## config.mk

```make
export PLATFORM = sky130hd
export DESIGN_NAME = intc_top
export DESIGN_NICKNAME = d
export VERILOG_FILES = /design/src/source/intc_pkg.sv /design/src/source/intc_axil_regs.sv /design/src/source/intc_channel.sv /design/src/source/intc_irq_gen.sv /design/src/source/intc_top.sv
export SDC_FILE = /design/constraint.sdc
export NUM_CORES = 1
export LEC_CHECK = 0
export ABC_AREA = 0
export BUFFER_PORTS_ARGS = -buffer_cell sky130_fd_sc_hd__clkbuf_2
export CAP_MARGIN = 10
export CORE_MARGIN = 1
export CORE_UTILIZATION = 43
export DETAILED_ROUTE_END_ITERATION = 6
export GPL_TIMING_DRIVEN = 0
export PLACE_DENSITY = 0.86
export SLEW_MARGIN = 20
export SYNTH_ARGS = -nofsm -noshare
export SYNTH_HDL_FRONTEND = slang
export SYNTH_HIERARCHICAL = 1
export SYNTH_SLANG_ARGS = --single-unit
```

## constraint.sdc

```tcl
create_clock -name S_AXI_ACLK -period 1.6 [get_ports S_AXI_ACLK]
set_input_delay 0.32 -clock S_AXI_ACLK [delete_from_list [all_inputs] [get_ports S_AXI_ACLK]]
set_output_delay 0.32 -clock S_AXI_ACLK [all_outputs]
set_load 0.005 [all_outputs]
```

## src/source/intc_pkg.sv

```systemverilog
package intc_pkg;

	// ------------------------------------------------------------------------
	// Sizes
	// ------------------------------------------------------------------------

	// Number of external interrupt lines
	localparam int num_intr = 4;

	// AXI4-Lite data bus width
	localparam int data_width = 32;

	// AXI4-Lite address width, word index sits in bits 4:2
	localparam int addr_width = 5;

	// OKAY response, the only one this slave returns
	localparam logic [1:0] resp_okay = 2'b00;

	// ------------------------------------------------------------------------
	// Register map
	// ------------------------------------------------------------------------

	// Word index of each register
	// Indices 5 to 7 are unmapped
	typedef enum logic [addr_width-3:0] {
		reg_gie = 3'd0,
		reg_ier = 3'd1,
		reg_isr = 3'd2,
		reg_iar = 3'd3,
		reg_ipr = 3'd4
	} reg_addr_e;

	// ------------------------------------------------------------------------
	// Line detection
	// ------------------------------------------------------------------------

	// How a line is turned into a detect event
	typedef enum logic [1:0] {
		mode_level_high,
		mode_level_low,
		mode_edge_rise,
		mode_edge_fall
	} detect_mode_e;

	// Per-line mode, fixed at build time
	// Entry 0 belongs to line 0
	localparam detect_mode_e line_modes [num_intr] = '{
		mode_level_high,
		mode_level_low,
		mode_edge_rise,
		mode_edge_fall
	};

endpackage

```

## src/source/intc_axil_regs.sv

```systemverilog
`timescale 1ns/1ns

module intc_axil_regs (
	input  logic                            S_AXI_ACLK,
	input  logic                            S_AXI_ARESETN,
	// Write address channel
	input  logic [intc_pkg::addr_width-1:0] s_axi_awaddr,
	input  logic                            s_axi_awvalid,
	output logic                            s_axi_awready,
	// Write data channel
	input  logic [intc_pkg::data_width-1:0] s_axi_wdata,
	input  logic                            s_axi_wvalid,
	output logic                            s_axi_wready,
	// Write response channel
	output logic [1:0]                      s_axi_bresp,
	output logic                            s_axi_bvalid,
	input  logic                            s_axi_bready,
	// Read address channel
	input  logic [intc_pkg::addr_width-1:0] s_axi_araddr,
	input  logic                            s_axi_arvalid,
	output logic                            s_axi_arready,
	// Read data channel
	output logic [intc_pkg::data_width-1:0] s_axi_rdata,
	output logic [1:0]                      s_axi_rresp,
	output logic                            s_axi_rvalid,
	input  logic                            s_axi_rready,
	// Control register outputs
	output logic                            gie,
	output logic [intc_pkg::num_intr-1:0]   ier,
	output logic [intc_pkg::num_intr-1:0]   iar,
	// Status from the channels
	input  logic [intc_pkg::num_intr-1:0]   isr,
	input  logic [intc_pkg::num_intr-1:0]   ipr
);

	import intc_pkg::*;

	logic                    wr_accept;
	logic                    wr_en;
	logic [addr_width-3:0]   wr_idx;
	logic                    rd_accept;
	logic                    rd_en;
	logic [addr_width-3:0]   rd_idx;
	logic [data_width-1:0]   rd_mux;

	// ------------------------------------------------------------------------
	// Write channel
	// ------------------------------------------------------------------------

	// Address and data must both be valid
	// Held off while a response is still waiting on B
	assign wr_accept = ~s_axi_awready & s_axi_awvalid & s_axi_wvalid & ~s_axi_bvalid;

	// Handshake cycle, the register is written here
	assign wr_en = s_axi_awready & s_axi_awvalid & s_axi_wready & s_axi_wvalid;

	// Word index straight off the bus, master holds it until ready
	assign wr_idx = s_axi_awaddr[addr_width-1:2];

	always_ff @(posedge S_AXI_ACLK) begin
		if (!S_AXI_ARESETN) begin
			s_axi_awready <= 1'b0;
			s_axi_wready  <= 1'b0;
		end else begin
			// One-cycle pulse on both readies
			s_axi_awready <= wr_accept;
			s_axi_wready  <= wr_accept;
		end
	end

	// Response valid until the master takes it
	always_ff @(posedge S_AXI_ACLK) begin
		if (!S_AXI_ARESETN) begin
			s_axi_bvalid <= 1'b0;
		end else if (wr_en) begin
			s_axi_bvalid <= 1'b1;
		end else if (s_axi_bready) begin
			s_axi_bvalid <= 1'b0;
		end
	end

	assign s_axi_bresp = resp_okay;

	// ------------------------------------------------------------------------
	// Control registers
	// ------------------------------------------------------------------------

	// GIE bit 0 and the IER bits
	always_ff @(posedge S_AXI_ACLK) begin
		if (!S_AXI_ARESETN) begin
			gie <= 1'b0;
			ier <= '0;
		end else if (wr_en) begin
			if (wr_idx == reg_gie) begin
				gie <= s_axi_wdata[0];
			end
			if (wr_idx == reg_ier) begin
				ier <= s_axi_wdata[num_intr-1:0];
			end
		end
	end

	// IAR, each written 1 lives for one cycle
	always_ff @(posedge S_AXI_ACLK) begin
		if (!S_AXI_ARESETN) begin
			iar <= '0;
		end else if (wr_en && wr_idx == reg_iar) begin
			iar <= s_axi_wdata[num_intr-1:0];
		end else begin
			iar <= '0;
		end
	end

	// ------------------------------------------------------------------------
	// Read channel
	// ------------------------------------------------------------------------

	// Single outstanding read
	assign rd_accept = ~s_axi_arready & s_axi_arvalid & ~s_axi_rvalid;
	assign rd_en     = s_axi_arready & s_axi_arvalid;

	always_ff @(posedge S_AXI_ACLK) begin
		if (!S_AXI_ARESETN) begin
			s_axi_arready <= 1'b0;
		end else begin
			s_axi_arready <= rd_accept;
		end
	end

	// Latched word index
	always_ff @(posedge S_AXI_ACLK) begin
		if (rd_accept) begin
			rd_idx <= s_axi_araddr[addr_width-1:2];
		end
	end

	// Register select, unmapped words read as zero
	always_comb begin
		rd_mux = '0;
		case (rd_idx)
			reg_gie: rd_mux[0]            = gie;
			reg_ier: rd_mux[num_intr-1:0] = ier;
			reg_isr: rd_mux[num_intr-1:0] = isr;
			reg_iar: rd_mux[num_intr-1:0] = iar;
			reg_ipr: rd_mux[num_intr-1:0] = ipr;
			default: rd_mux               = '0;
		endcase
	end

	// Data and valid come up together on the edge after the handshake
	always_ff @(posedge S_AXI_ACLK) begin
		if (!S_AXI_ARESETN) begin
			s_axi_rvalid <= 1'b0;
			s_axi_rdata  <= '0;
		end else if (rd_en) begin
			s_axi_rvalid <= 1'b1;
			s_axi_rdata  <= rd_mux;
		end else if (s_axi_rready) begin
			s_axi_rvalid <= 1'b0;
		end
	end

	assign s_axi_rresp = resp_okay;

	// ------------------------------------------------------------------------
	// Protocol checks
	// ------------------------------------------------------------------------

	// A stalled write response must not be withdrawn
	a_bvalid_hold: assert property (@(posedge S_AXI_ACLK) disable iff (!S_AXI_ARESETN)
		s_axi_bvalid && !s_axi_bready |=> s_axi_bvalid);

	// Same for read data
	a_rvalid_hold: assert property (@(posedge S_AXI_ACLK) disable iff (!S_AXI_ARESETN)
		s_axi_rvalid && !s_axi_rready |=> s_axi_rvalid);

endmodule

```

## src/source/intc_channel.sv

```systemverilog
`timescale 1ns/1ns

module intc_channel #(
	parameter intc_pkg::detect_mode_e mode = intc_pkg::mode_level_high
) (
	input  logic S_AXI_ACLK,
	input  logic S_AXI_ARESETN,
	// Raw external line
	input  logic intr_line,
	// IER bit for this line
	input  logic enable,
	// One-cycle acknowledge from IAR
	input  logic ack,
	output logic status,
	output logic pending
);

	import intc_pkg::*;

	logic hit;
	logic det_q;

	// ------------------------------------------------------------------------
	// Detection, picked by mode
	// ------------------------------------------------------------------------

	if (mode == mode_level_high) begin : gen_level_high
		// Sampled directly, no synchronizer
		assign hit = intr_line;
	end else if (mode == mode_level_low) begin : gen_level_low
		assign hit = ~intr_line;
	end else begin : gen_edge
		// Idle level of the line, falling edge idles high
		localparam logic idle_level = (mode == mode_edge_fall);

		logic sync_q1;
		logic sync_q2;

		// Two-flop synchronizer, ack returns it to idle
		always_ff @(posedge S_AXI_ACLK) begin
			if (!S_AXI_ARESETN || ack) begin
				sync_q1 <= idle_level;
				sync_q2 <= idle_level;
			end else begin
				sync_q1 <= intr_line;
				sync_q2 <= sync_q1;
			end
		end

		// New value in q1 differs from the older one in q2
		assign hit = (mode == mode_edge_rise) ? (sync_q1 & ~sync_q2) : (~sync_q1 & sync_q2);
	end

	// Sticky detect flop
	always_ff @(posedge S_AXI_ACLK) begin
		if (!S_AXI_ARESETN || ack) begin
			det_q <= 1'b0;
		end else if (hit) begin
			det_q <= 1'b1;
		end
	end

	// ------------------------------------------------------------------------
	// Status and pending
	// ------------------------------------------------------------------------

	// Status trails detect by one edge, pending by one more
	always_ff @(posedge S_AXI_ACLK) begin
		if (!S_AXI_ARESETN || ack) begin
			status  <= 1'b0;
			pending <= 1'b0;
		end else begin
			status  <= det_q;
			pending <= status & enable;
		end
	end

	// An acknowledged line must not stay pending into the next cycle
	a_ack_clears: assert property (@(posedge S_AXI_ACLK) disable iff (!S_AXI_ARESETN)
		ack |=> !pending);

endmodule

```

## src/source/intc_irq_gen.sv

```systemverilog
`timescale 1ns/1ns

module intc_irq_gen (
	input  logic                          S_AXI_ACLK,
	input  logic                          S_AXI_ARESETN,
	// Global enable
	input  logic                          gie,
	// Pending bits from all channels
	input  logic [intc_pkg::num_intr-1:0] ipr,
	// Acknowledge pulses from IAR
	input  logic [intc_pkg::num_intr-1:0] iar,
	// Level-high interrupt request
	output logic                          irq
);

	logic ack_any_q;

	// ------------------------------------------------------------------------
	// Acknowledge capture
	// ------------------------------------------------------------------------

	// Any line acknowledged, one cycle late
	always_ff @(posedge S_AXI_ACLK) begin
		if (!S_AXI_ARESETN) begin
			ack_any_q <= 1'b0;
		end else begin
			ack_any_q <= |iar;
		end
	end

	// ------------------------------------------------------------------------
	// Request output
	// ------------------------------------------------------------------------

	// Clear wins over set
	// Set needs a pending line and the global enable
	always_ff @(posedge S_AXI_ACLK) begin
		if (!S_AXI_ARESETN || ack_any_q) begin
			irq <= 1'b0;
		end else if (gie && |ipr) begin
			irq <= 1'b1;
		end
	end

	// GIE low blocks every new request
	a_irq_needs_gie: assert property (@(posedge S_AXI_ACLK) disable iff (!S_AXI_ARESETN)
		$rose(irq) |-> $past(gie));

endmodule

```

## src/source/intc_top.sv

```systemverilog
`timescale 1ns/1ns

module intc_top (
	input  logic                            S_AXI_ACLK,
	input  logic                            S_AXI_ARESETN,
	// AXI4-Lite write side
	input  logic [intc_pkg::addr_width-1:0] s_axi_awaddr,
	input  logic                            s_axi_awvalid,
	output logic                            s_axi_awready,
	input  logic [intc_pkg::data_width-1:0] s_axi_wdata,
	input  logic                            s_axi_wvalid,
	output logic                            s_axi_wready,
	output logic [1:0]                      s_axi_bresp,
	output logic                            s_axi_bvalid,
	input  logic                            s_axi_bready,
	// AXI4-Lite read side
	input  logic [intc_pkg::addr_width-1:0] s_axi_araddr,
	input  logic                            s_axi_arvalid,
	output logic                            s_axi_arready,
	output logic [intc_pkg::data_width-1:0] s_axi_rdata,
	output logic [1:0]                      s_axi_rresp,
	output logic                            s_axi_rvalid,
	input  logic                            s_axi_rready,
	// Interrupt lines and their acknowledges
	input  logic [intc_pkg::num_intr-1:0]   intr_input,
	output logic [intc_pkg::num_intr-1:0]   intr_ack,
	output logic                            irq
);

	import intc_pkg::*;

	logic                gie;
	logic [num_intr-1:0] ier;
	logic [num_intr-1:0] isr;
	logic [num_intr-1:0] ipr;

	// Register front end, IAR drives intr_ack directly
	intc_axil_regs u_regs (
		.S_AXI_ACLK    (S_AXI_ACLK),
		.S_AXI_ARESETN (S_AXI_ARESETN),
		.s_axi_awaddr  (s_axi_awaddr),
		.s_axi_awvalid (s_axi_awvalid),
		.s_axi_awready (s_axi_awready),
		.s_axi_wdata   (s_axi_wdata),
		.s_axi_wvalid  (s_axi_wvalid),
		.s_axi_wready  (s_axi_wready),
		.s_axi_bresp   (s_axi_bresp),
		.s_axi_bvalid  (s_axi_bvalid),
		.s_axi_bready  (s_axi_bready),
		.s_axi_araddr  (s_axi_araddr),
		.s_axi_arvalid (s_axi_arvalid),
		.s_axi_arready (s_axi_arready),
		.s_axi_rdata   (s_axi_rdata),
		.s_axi_rresp   (s_axi_rresp),
		.s_axi_rvalid  (s_axi_rvalid),
		.s_axi_rready  (s_axi_rready),
		.gie           (gie),
		.ier           (ier),
		.iar           (intr_ack),
		.isr           (isr),
		.ipr           (ipr)
	);

	// One channel per line, mode from the package table
	for (genvar i = 0; i < num_intr; i++) begin : gen_chan
		intc_channel #(
			.mode (line_modes[i])
		) u_chan (
			.S_AXI_ACLK    (S_AXI_ACLK),
			.S_AXI_ARESETN (S_AXI_ARESETN),
			.intr_line     (intr_input[i]),
			.enable        (ier[i]),
			.ack           (intr_ack[i]),
			.status        (isr[i]),
			.pending       (ipr[i])
		);
	end

	// Collector for the request output
	intc_irq_gen u_irq (
		.S_AXI_ACLK    (S_AXI_ACLK),
		.S_AXI_ARESETN (S_AXI_ARESETN),
		.gie           (gie),
		.ipr           (ipr),
		.iar           (intr_ack),
		.irq           (irq)
	);

endmodule

```

### Word level (Yosys, flattened, before mapping)

Index checks and enable logic that the tools add are counted.

* word-level logic and storage cells: 77
* flip-flop bits (word level): 38
* input bits: 53

* reductions and logical operators: 17
* multiplexer cells: 6
* bitwise operators: 21
* equality and inequality tests: 6

Operators by type and width (number)
* 1-bit AND: 15
* 3-bit case mux with 4 select lines: 1
* 3-bit by 2-bit == test with 1-bit output (second input constant): 3
* 4-bit OR reduction: 2
* 3-bit by 1-bit == test with 1-bit output (second input constant): 2
* 3-bit zero test: 2
* 1-bit NOT: 6
* 2-bit AND reduction: 3
* 1-bit logical OR: 5
* 1-bit case mux with 5 select lines: 1
* 1-bit two-way mux: 4
* 2-bit nonzero test: 2
* 3-bit == test (second input constant): 1
* 1-bit logical AND: 2
* 1-bit zero test: 1

### Depth between registers and ports, before layout

Gate-level depths: netlist of the first run.

* depth in word-level cells: 5
* gate-level depth with buffers: 5
* mapped depth without buffers: 4

### By module

The synthesis of the first run kept the hierarchy.

By module, submodules not included
* intc_axil_regs: cells each 114, instances 1, area each 1077.3 um^2
* intc_channel (gen_chan[2].u_chan): cells each 12, instances 1, area each 156.4 um^2
* intc_channel (gen_chan[3].u_chan): cells each 12, instances 1, area each 152.6 um^2
* intc_channel (gen_chan[1].u_chan): cells each 7, instances 1, area each 97.6 um^2
* intc_channel (gen_chan[0].u_chan): cells each 7, instances 1, area each 95.1 um^2
* intc_irq_gen: cells each 7, instances 1, area each 82.6 um^2

### Least setup slack after synthesis of the first run

Ideal clock, no wire load.

* path kind: register -> register
* start point: register u_regs.rd_idx[2]
* end point: register u_regs/s_axi_rdata[0] (netlist name)
* buffers on the path: 1
* data required time: 1.483 ns
* clock period less this slack: 1.427 ns
* arrival: 1.310 ns
* stages on the path, launching flop included: 5
* slack: 0.173 ns
* library setup time: 0.117 ns
* cells stage by stage: edfxtp_1 -> buf_6 -> or2_0 -> mux4_2 -> a32o_1

* cells in the longest elaborated chain, start to end: 2
* elaborated cells on any way between the ends: 6
* classes of those cells: eq/ne (4); mux (1); reduce/logical (1)

Ends and longest elaborated chain
* start, declared: RTL line intc_axil_regs.sv:43 `logic [addr_width-3:0] rd_idx;`
* start signal, assigned: RTL line intc_axil_regs.sv:133 `rd_idx <= s_axi_araddr[addr_width-1:2];`
* 3-bit == test (tied with other cells): RTL line intc_axil_regs.sv:140 `case (rd_idx)`
* 1-bit case mux with 5 select lines *: RTL line intc_axil_regs.sv:140
* end signal, assigned: RTL line intc_axil_regs.sv:157 `s_axi_rdata <= rd_mux;`
* end, declared: RTL line intc_axil_regs.sv:23 `output logic [intc_pkg::data_width-1:0] s_axi_rdata,`

Mark *: on every way between the ends. The rest lies on a longest branch, timed or not.
A chain may end at the register's enable or synchronous reset.

### Worst setup path after layout of the first run

Ends and elaborated chain as after synthesis.

==> impl_metrics.py, run 1 <==
metrics = {
    "drt": {
        "postRouteAntennaNets": 0,
        "drc": 0,
        "drt-total-wl_um": 2950,
        "vias": 1221,
        "drt-vias-per-instance": 4.36,
        "wl_per_cell_um": 10.5,
        "drt_iter0_markers": 20,
        "drt_first_pass_iters": 4,
    },
    "setup_path": {
        "cp.required_ns": 1.79,
        "cpMaxStageDelayCell": "mux4_2",
        "path_class": "reg -> reg",
        "crit_buf_inv": 1,
        "end_kind": "register",
        "cp.arrival_ns": 1.69,
        "r2r_slack_ns": 0.1,
        "max_stage_delay_ns": 0.45,
        "crit_fanout": 10,
        "crit_family": "multiplexers",
        "start_kind": "register",
        "timing.critical_path.cells": "buf_6 > or2_0 > mux4_2 > a32o_1",
    },
    "sta": {
        "post-route-period-util": 0.938,
        "fmax_mhz": 666,
        "drv_slew": 0,
        "setup_viol": 0,
        "final_hold_viol_count": 0,
        "slew-limit-headroom": 0.647,
        "clock_skew_ns": 0.00363,
        "worst_pin_slew_ns": 0.528,
        "rsz0062_at_grt": "no",
        "period_needed_ns": 1.50,
    },
    "synthesis": {
        "netlist-cell-type-count": 38,
        "synth_seq_cells": 38,
        "syn_area_um2": 1660,
        "ys_top_cells_by_area": "dfxtp_1, buf_4, edfxtp_1, nor2b_4, a32o_1",
        "synth_area_leader_cell": "dfxtp_1",
        "yosysTopAreaCellShare": 0.422,
        "yosys_warnings": 6,
        "ys_seq_area_frac": 0.476,
        "async_reset_ff_frac": 0,
        "avgSynthCellArea_um2": 10.5,
        "synthFlopType": "dfxtp_1",
        "syn_inst": 159,
        "synth_edf_count": 3,
    },
    "clocking": {
        "cts_buffers": 5,
        "h-tree-depth": 2,
        "cts_root_buf": "clkbuf_8",
        "worstSkewPairLatency_ns": 0.29,
        "tritoncts": "built",
        "ctsLongestPathBuffers": 2,
        "cts_sinks": 38,
        "cts.reportedPaths.clkPinSlew_ns": 0.07,
        "hold_buffers": 0,
    },
    "outcome": {
        "outcome": "finished, final reports clean",
    },
    "die": {
        "core_area_um2": 3690,
        "die_w_um": 64.2,
        "die_h_um": 64.2,
        "die-area_um2": 4120,
        "start_util": 0.450,
        "rows": 22,
        "io_pins": 99,
    },
    "global_routing": {
        "antenna_found_initial": 0,
        "grt_max_degree": 12,
        "grt_overflow_total": 0,
        "groute.usage.overall": 0.155,
        "grt_pass1_vias": 1081,
        "grt_pass1_wl_um": 4770,
    },
    "cells_and_area": {
        "syn_to_final_growth_pct": 26.9,
        "fin_util": 0.572,
        "layout.nets": 284,
        "seqCellArea_um2": 791,
        "diodes": 0,
        "fill_cells": 349,
        "multiInputGateArea_um2": 726,
        "drive_gt1_frac": 0.375,
        "layout.cells.non_filler": 280,
    },
    "place": {
        "hpwl_um": 2270,
        "port_buffers": 34,
        "globalplace.congestion": 0.824,
        "dp.cells": 272,
    },
    "power_and_ir_drop": {
        "finalPower_mw": 1.85,
        "leakagePower_nw": 1.01,
        "p_per_area_nw_per_um2": 878,
        "ir_drop_mv": 0.559,
    },
    "run": {
        "cap_violations": 0,
    },
    "hold_path": {
        "hold_path_class": "in -> reg",
    },
}
[state kept, by name, summed over array words and instances (netlist names)]
| register | flops |
|---|---|
| gen_chan.u_chan/det_q | 4 |
| gen_chan.u_chan/gen_edge.sync_q1 | 2 |
| gen_chan.u_chan/gen_edge.sync_q2 | 2 |
| gen_chan.u_chan/pending | 4 |
| gen_chan.u_chan/status | 4 |
| u_irq/ack_any_q | 1 |
| u_irq/irq | 1 |
| u_regs/gie | 1 |
| u_regs/iar | 4 |
| u_regs/ier | 4 |
| u_regs/rd_idx | 3 |
| u_regs/s_axi_arready | 1 |
| u_regs/s_axi_bvalid | 1 |
| u_regs/s_axi_rdata | 4 |
| u_regs/s_axi_rvalid | 1 |
| u_regs/s_axi_wready | 1 |
[Yosys cell counts, drive strengths merged, types with 3 or more instances]
| library cell | number |
|---|---|
| dfxtp | 35 |
| buf | 34 |
| and2 | 10 |
| nand2 | 8 |
| nor2b | 8 |
| nand3 | 7 |
| o21ai | 7 |
| nand2b | 5 |
| a32o | 4 |
| a22oi | 3 |
| a32oi | 3 |
| and3 | 3 |
| edfxtp | 3 |
| nor2 | 3 |
| o21a | 3 |
[layer usage]
metal  track usage  up-vias  wire [um]
met5             0        -          0
met4        0.0833        0         58
met3        0.0679        7        247
met2         0.262       49       1410
met1         0.162      527       1230
li1              -      638          -
[cells by family (layout without fill, tap and decap cells)]
group | after synthesis | count (layout) | synth area share
and+or+nand+nor | 54 | 54 | 0.215
DFF | 38 | 38 | 0.476
buffers and inverters | 37 | 79 | 0.163
AOI/OAI and AO/OA | 26 | 26 | 0.120
muxes | 2 | 2 | 0.0196
other | 1 | 32 | 0.00226
xor gates and xnor gates | 1 | 1 | 0.00527
[cell type report]
class | instances | share of cell area
Clock inverter | 1 | 0.00237
Tap cell | 48 | 0.0285
Clock buffer | 7 | 0.0409
Timing Repair Buffer | 34 | 0.0807
Inverter | 1 | 0.00178
Buffer | 36 | 0.126
Sequential cell | 38 | 0.375
Multi-Input combinational cell | 115 | 0.344
[layout by cell type, fill, tap and decap left out, types with 4 or more instances in the layout]
master and instances:
clkbuf_8 6, buf_4 33, nand3_1 7, a32o_1 4
o21ai_0 7, nor2b_1 5, nand2_1 8, nand2b_1 5
dfxtp_1 35, and2_1 6, clkbuf_2 34, and2_2 4
conb_1 32
[final timing paths]
check	from	endpoint	depth (start not counted)
max	u_regs/rd_idx[2]	u_regs/s_axi_rdata[0]	4
min	s_axi_araddr[3]	u_regs/rd_idx[1]	1
max reg2reg	u_regs/rd_idx[2]	u_regs/s_axi_rdata[0]	4
min reg2reg	u_regs/s_axi_bvalid	u_regs/s_axi_wready	1
[power breakdown]
group	internal [mW]	total [mW]	leakage (nW)	switching [mW]
combinational	0.108	0.188	0.653	0.0799
sequential	0.985	1.00	0.314	0.0153
clock	0.347	0.663	0.0482	0.316
[worst reg2reg max path: stages, from the launching register on]
cell and delay, ns:
edfxtp_1 0.38, buf_6 0.15, or2_0 0.20, mux4_2 0.45, a32o_1 0.21
[per-stage QoR]
stage / setup slack, ns / setup TNS (ns) / area, um^2 / hold WS, ns
2_1_floorplan: 0.173 / 0 / 1780 / 0.412
3_3_place_gp: -0.00586 / -0.00586 / 2010 / 0.424
3_5_place_dp: -0.0482 / -0.0482 / 2010 / 0.433
4_1_cts: 0.0981 / 0 / 2100 / 0.190
5_1_grt: 0.0546 / 0 / 2110 / 0.188
6_report: 0.0996 / 0 / 2110 / 0.200
[timing repair]
| action | CTS | global route |
|---|---|---|
| resized for setup | 0 | 1 |
| endpoints found under the setup margin | 0 | 1 |
| setup buffers | 0 | 0 |
Note: power is estimated with default switching activity, not from simulation.
==> run 2, diff against run 1 <==
- SYNTH_HIERARCHICAL: 1 -> unset
==> run 2 against run 1 <==
Effect of this change: final area grew 2.5%; via count grew 3.6%; non-clock buffer count grew 5; hold slack gained 0.0062 ns; first-iteration DRC count grew 5.0%; clock skew grew 0.0030 ns; global-route usage is essentially flat; synthesized area grew 3.8%; sequential power is essentially flat; critical endpoint is now u_regs.s_axi_rdata[3]; largest cell class unchanged.
==> impl_metrics.py, run 2 <==
metrics = {
    "outcome": {
        "outcome": "finished, final reports clean",
    },
    "sta": {
        "slew-limit-headroom": 0.615,
        "period_needed_ns": 1.44,
        "rsz0062_at_grt": "no",
        "drv_slew": 0,
        "setup-tns-final_ns": 0,
        "setup_viol": 0,
        "final_hold_viol_count": 0,
        "clock_skew_ns": 0.00665,
        "post-route-period-util": 0.901,
        "fmax_mhz": 694,
        "worst_pin_slew_ns": 0.576,
    },
    "clocking": {
        "cts_sinks": 38,
        "h-tree-depth": 2,
        "cts.reportedPaths.clkPinSlew_ns": 0.07,
        "cts_setup_buffers": 0,
        "cts_buffers": 5,
        "hold_buffers": 0,
        "cts_root_buf": "clkbuf_8",
        "cts_resized": 0,
        "ctsLongestPathBuffers": 2,
        "tritoncts": "built",
        "worstSkewPairLatency_ns": 0.29,
    },
    "hold_path": {
        "hp-start": "s_axi_araddr[3]",
        "hold_path_class": "in -> reg",
    },
    "setup_path": {
        "crit_fanout": 9,
        "crit_family": "flip-flops",
        "cp.arrival_ns": 1.67,
        "start_kind": "register",
        "end_kind": "register",
        "cp.required_ns": 1.83,
        "crit_start": "u_regs.rd_idx[0]",
        "crit_buf_inv": 0,
        "max_stage_delay_ns": 0.54,
        "r2r-start": "u_regs.rd_idx[0]",
        "timing.critical_path.cells": "nor3b_1 > a21oi_1 > o21ai_1 > a32o_1",
        "path_class": "reg -> reg",
        "cpMaxStageDelayCell": "edfxtp_1",
    },
    "drt": {
        "drt_iter0_markers": 21,
        "wl_per_cell_um": 10.1,
        "drt_first_pass_iters": 4,
        "drc": 0,
        "drt-total-wl_um": 2950,
        "postRouteAntennaNets": 0,
        "drt-vias-per-instance": 4.33,
        "vias": 1265,
    },
    "global_routing": {
        "antenna_found_initial": 0,
        "grt_overflow_total": 0,
        "grt_pass1_vias": 1099,
        "groute.usage.overall": 0.155,
        "grt_max_degree": 13,
        "grt_pass1_wl_um": 4890,
    },
    "cells_and_area": {
        "multiInputGateArea_um2": 737,
        "layout.cells.non_filler": 292,
        "fin_util": 0.577,
        "fill_cells": 334,
        "final_common_cell": "buf_4",
        "layout.nets": 296,
        "syn_to_final_growth_pct": 25.2,
        "seqCellArea_um2": 791,
        "layout_common_cells": "buf_4, dfxtp_1, clkbuf_2",
        "drive_gt1_frac": 0.361,
        "diodes": 0,
    },
    "power_and_ir_drop": {
        "p_per_area_nw_per_um2": 862,
        "leakagePower_nw": 1.06,
        "ir_drop_mv": 0.791,
    },
    "synthesis": {
        "synth_area_leader_cell": "dfxtp_1",
        "yosysTopAreaCellShare": 0.406,
        "syn_inst": 172,
        "avgSynthCellArea_um2": 10.0,
        "ys_top_cells_by_area": "dfxtp_1, buf_4, edfxtp_1, and2_1, nor2b_1",
        "synth_edf_count": 3,
        "synthFlopType": "dfxtp_1",
        "ys_seq_area_frac": 0.458,
        "netlist-cell-type-count": 37,
        "async_reset_ff_frac": 0,
        "synth_seq_cells": 38,
        "synth.most_common_cell": "buf_4",
        "yosys_warnings": 0,
        "syn_area_um2": 1730,
        "synth_commonest_cells": "buf_4, dfxtp_1, and2_1, nor2b_1",
    },
    "die": {
        "core_area_um2": 3740,
        "rows": 22,
        "start_util": 0.461,
        "die_h_um": 65.3,
        "io_pins": 99,
        "die_w_um": 65.3,
        "die-area_um2": 4270,
    },
    "place": {
        "dp.cells": 284,
        "port_buffers": 33,
        "globalplace.congestion": 0.833,
        "hpwl_um": 2310,
    },
    "run": {
        "cap_violations": 0,
    },
}
==> run 2: changes by cell type in the layout (fill, tap and decap cells not counted), sizes merged, moves of 2 or more <==
cell	before	now
a21oi	2	5
a32oi	3	0
and4b	1	4
buf	34	41
clkbuf	43	40
nand2	8	6
nor2	3	5
nor2b	8	10
nor3	1	3
nor3b	2	4
==> run 2: path summary, 6_finish.rpt <==
check	endpoint	slack, ns	cells after the start
max reg2reg	u_regs.s_axi_rdata[3]	0.16	4
min	u_regs.rd_idx[1]	0.21	1
min reg2reg	u_irq.irq	0.40	1
max	u_regs.s_axi_rdata[3]	0.16	4
==> run 2: cell families (layout without fill, tap and decap cells) <==
family	after synthesis	in the layout	synth area share
AND/OR/NAND/NOR	62	62	0.236
other	1	32	0.00217
flip-flops	38	38	0.458
buffers and inverters	43	84	0.182
XOR/XNOR	1	1	0.00508
AO/OA/AOI/OAI	25	25	0.105
multiplexers	2	2	0.0116
==> run 2: report_power, final <==
group / switching, mW / internal [mW] / total (mW)
combinational: 0.0852 / 0.107 / 0.192
clock: 0.322 / 0.347 / 0.669
sequential: 0.0167 / 0.985 / 1.00
==> run 2: final cells by class <==
class	count	share of cell area
clock buffers	6	0.0382
clock inverters	2	0.00521
multi-input cells	122	0.341
repair buffers	33	0.0764
plain buffers	42	0.144
flip-flops and latches	38	0.366
well taps	48	0.0278
inverters	1	0.00174
==> run 2: worst reg2reg max path: cells and delay by family (launching register included) <==
| family | cells | cell delay (ns) |
|---|---|---|
| flip-flops | 1 | 0.54 |
| AO/OA/AOI/OAI | 3 | 0.40 |
| AND/OR/NAND/NOR | 1 | 0.45 |
==> run 2: metal layers <==
layer  wire [um]  global-route usage  vias to the layer above  part of all wire
li1            -                   -                      665                 -
met1        1250               0.175                      547              0.42
met2        1440               0.262                       47              0.49
met3         202              0.0469                        6             0.068
met4          58              0.0815                        0             0.020
met5           0                   0                        -                 0
==> run 2: metrics by stage <==
| step | cell area (um^2) | total power, mW | hold slack (ns) | setup WS, ns |
|---|---|---|---|---|
| 2_1_floorplan | 1840 | 1.16 | 0.373 | 0.395 |
| 3_3_place_gp | 2070 | 1.21 | 0.375 | 0.269 |
| 3_5_place_dp | 2070 | 1.21 | 0.383 | 0.239 |
| 4_1_cts | 2160 | 1.88 | 0.200 | 0.208 |
| 5_1_grt | 2160 | 1.96 | 0.194 | 0.105 |
| 6_report | 2160 | 1.86 | 0.206 | 0.159 |
==> run 3, diff against run 2 <==
- BUFFER_PORTS_ARGS: -buffer_cell sky130_fd_sc_hd__clkbuf_2 -> unset
- CORE_UTILIZATION: 43 -> 52
- DONT_BUFFER_PORTS: unset -> 1
- PLACE_DENSITY: 0.86 -> 0.74
==> run 3 against run 2 <==
Effect of this change: hold slack lost 0.14 ns; non-clock buffer count shrank 33; final area shrank 9.4%; sequential power is essentially flat; cell count shrank 13%; critical path type unchanged; largest power group unchanged.
==> impl_metrics.py, run 3 (synthesis gave the netlist of run 2 again) <==
metrics = {
    "outcome": {
        "outcome": "finished, final reports clean",
    },
    "global_routing": {
        "antenna_found_initial": 0,
        "groute.usage.overall": 0.188,
        "grt_pass1_vias": 1051,
        "grt_overflow_total": 0,
        "grt_max_degree": 12,
        "grt_pass1_wl_um": 4710,
    },
    "place": {
        "hpwl_um": 2350,
        "port_buffers": 0,
        "globalplace.congestion": 0.806,
    },
    "drt": {
        "wl_per_cell_um": 11.8,
        "drc": 0,
        "drt_first_pass_iters": 4,
        "drt-total-wl_um": 3020,
        "drt_iter0_markers": 16,
        "vias": 1202,
        "postRouteAntennaNets": 0,
        "drt-vias-per-instance": 4.71,
    },
    "run": {
        "cap_violations": 0,
    },
    "sta": {
        "clock_skew_ns": 0.00400,
        "setup_viol": 0,
        "fmax_mhz": 732,
        "final_hold_viol_count": 0,
        "post-route-period-util": 0.854,
        "rsz0062_at_grt": "no",
        "period_needed_ns": 1.37,
        "drv_slew": 0,
        "slew-limit-headroom": 0.636,
        "worst_pin_slew_ns": 0.544,
        "finalHoldWorstSlack_ns": 0.0658,
        "setup-tns-final_ns": 0,
    },
    "clocking": {
        "ctsLongestPathBuffers": 2,
        "cts_setup_buffers": 0,
        "hold_buffers": 0,
        "cts_buffers": 5,
        "h-tree-depth": 2,
        "cts_resized": 0,
        "worstSkewPairLatency_ns": 0.34,
        "cts_root_buf": "clkbuf_4",
        "cts_sinks": 38,
        "tritoncts": "built",
        "cts.reportedPaths.clkPinSlew_ns": 0.11,
    },
    "setup_path": {
        "path_class": "reg -> reg",
        "timing.critical_path.cells": "nor3b_1 > a21oi_1 > o21ai_1 > a32o_1",
        "max_stage_delay_ns": 0.54,
        "crit_fanout": 9,
        "end_kind": "register",
        "cpMaxStageDelayCell": "edfxtp_1",
        "cp.arrival_ns": 1.66,
        "r2r_slack_ns": 0.23,
        "start_kind": "register",
        "cp.required_ns": 1.89,
    },
    "cells_and_area": {
        "syn_to_final_growth_pct": 13.4,
        "final_common_cell": "buf_4",
        "layout.nets": 263,
        "layout_common_cells": "buf_4, dfxtp_1, conb_1",
        "drive_gt1_frac": 0.256,
        "diodes": 0,
    },
    "die": {
        "die_h_um": 59.6,
        "die_w_um": 59.6,
        "rows": 20,
        "core_area_um2": 3100,
        "start_util": 0.556,
        "io_pins": 99,
        "die-area_um2": 3550,
    },
    "power_and_ir_drop": {
        "ir_drop_mv": 0.692,
        "p_per_area_nw_per_um2": 856,
        "leakagePower_nw": 0.904,
    },
    "hold_path": {
        "hold_path_class": "in -> reg",
    },
}
-- run 3: changes by cell type in the layout (fill, tap and decap cells not counted), sizes merged --
cell	change
clkbuf	-32
inv	-1
-- run 3: critical path: cells and delay by family (launching register included) --
family / cells / cell delay (ns)
flip-flops: 1 / 0.54
AND/OR/NAND/NOR: 1 / 0.39
AO/OA/AOI/OAI: 3 / 0.38
-- run 3: worst paths after layout --
check / start / endpoint / depth (start not counted)
worst min register to register: u_irq.ack_any_q / u_irq.irq / 1
worst max register to register: u_regs.rd_idx[0] / u_regs.s_axi_rdata[2] / 4
worst max-delay path: u_regs.rd_idx[0] / u_regs.s_axi_rdata[2] / 4
worst min-delay path: s_axi_araddr[3] / u_regs.rd_idx[1] / 0
-- run 3: final cells by class --
cell class / count / area [um^2]
clock inverter: 1 / 5.00
inverter: 1 / 3.75
tap: 44 / 55.1
fill: 285 / 1150
multi-input combinational: 122 / 737
buffer: 42 / 310
sequential: 38 / 791
clock buffer: 7 / 55.1
-- run 3: through the flow --
stage / std cells / utilization / total power, mW / setup WS [ns] / area, um^2
after floorplan: 203 / - / 1.16 / 0.395 / 1840
after CTS: 255 / 0.631 / 1.68 / 0.226 / 1960
after global routing: 255 / 0.631 / 1.76 / 0.148 / 1960
final: 255 / 0.631 / 1.68 / 0.233 / 1960
after detailed placement: 247 / 0.611 / 1.18 / 0.248 / 1900
after global placement: 247 / 0.611 / 1.18 / 0.273 / 1900
-- run 3: report_power, final --
part | leakage [nW] | switching [mW] | internal [mW]
Clock | 0.0353 | 0.300 | 0.213
Combinational | 0.555 | 0.0725 | 0.0875
Sequential | 0.314 | 0.0178 | 0.985
-- run 3: per-layer routing --
layer | part of all wire | routed length [um] | vias to the layer above | track usage
li1 | - | - | 600 | -
met5 | 0 | 0 | - | 0
met1 | 0.40 | 1210 | 540 | 0.201
met4 | 0.018 | 53 | 0 | 0.0864
met2 | 0.49 | 1480 | 55 | 0.313
met3 | 0.090 | 272 | 7 | 0.0917
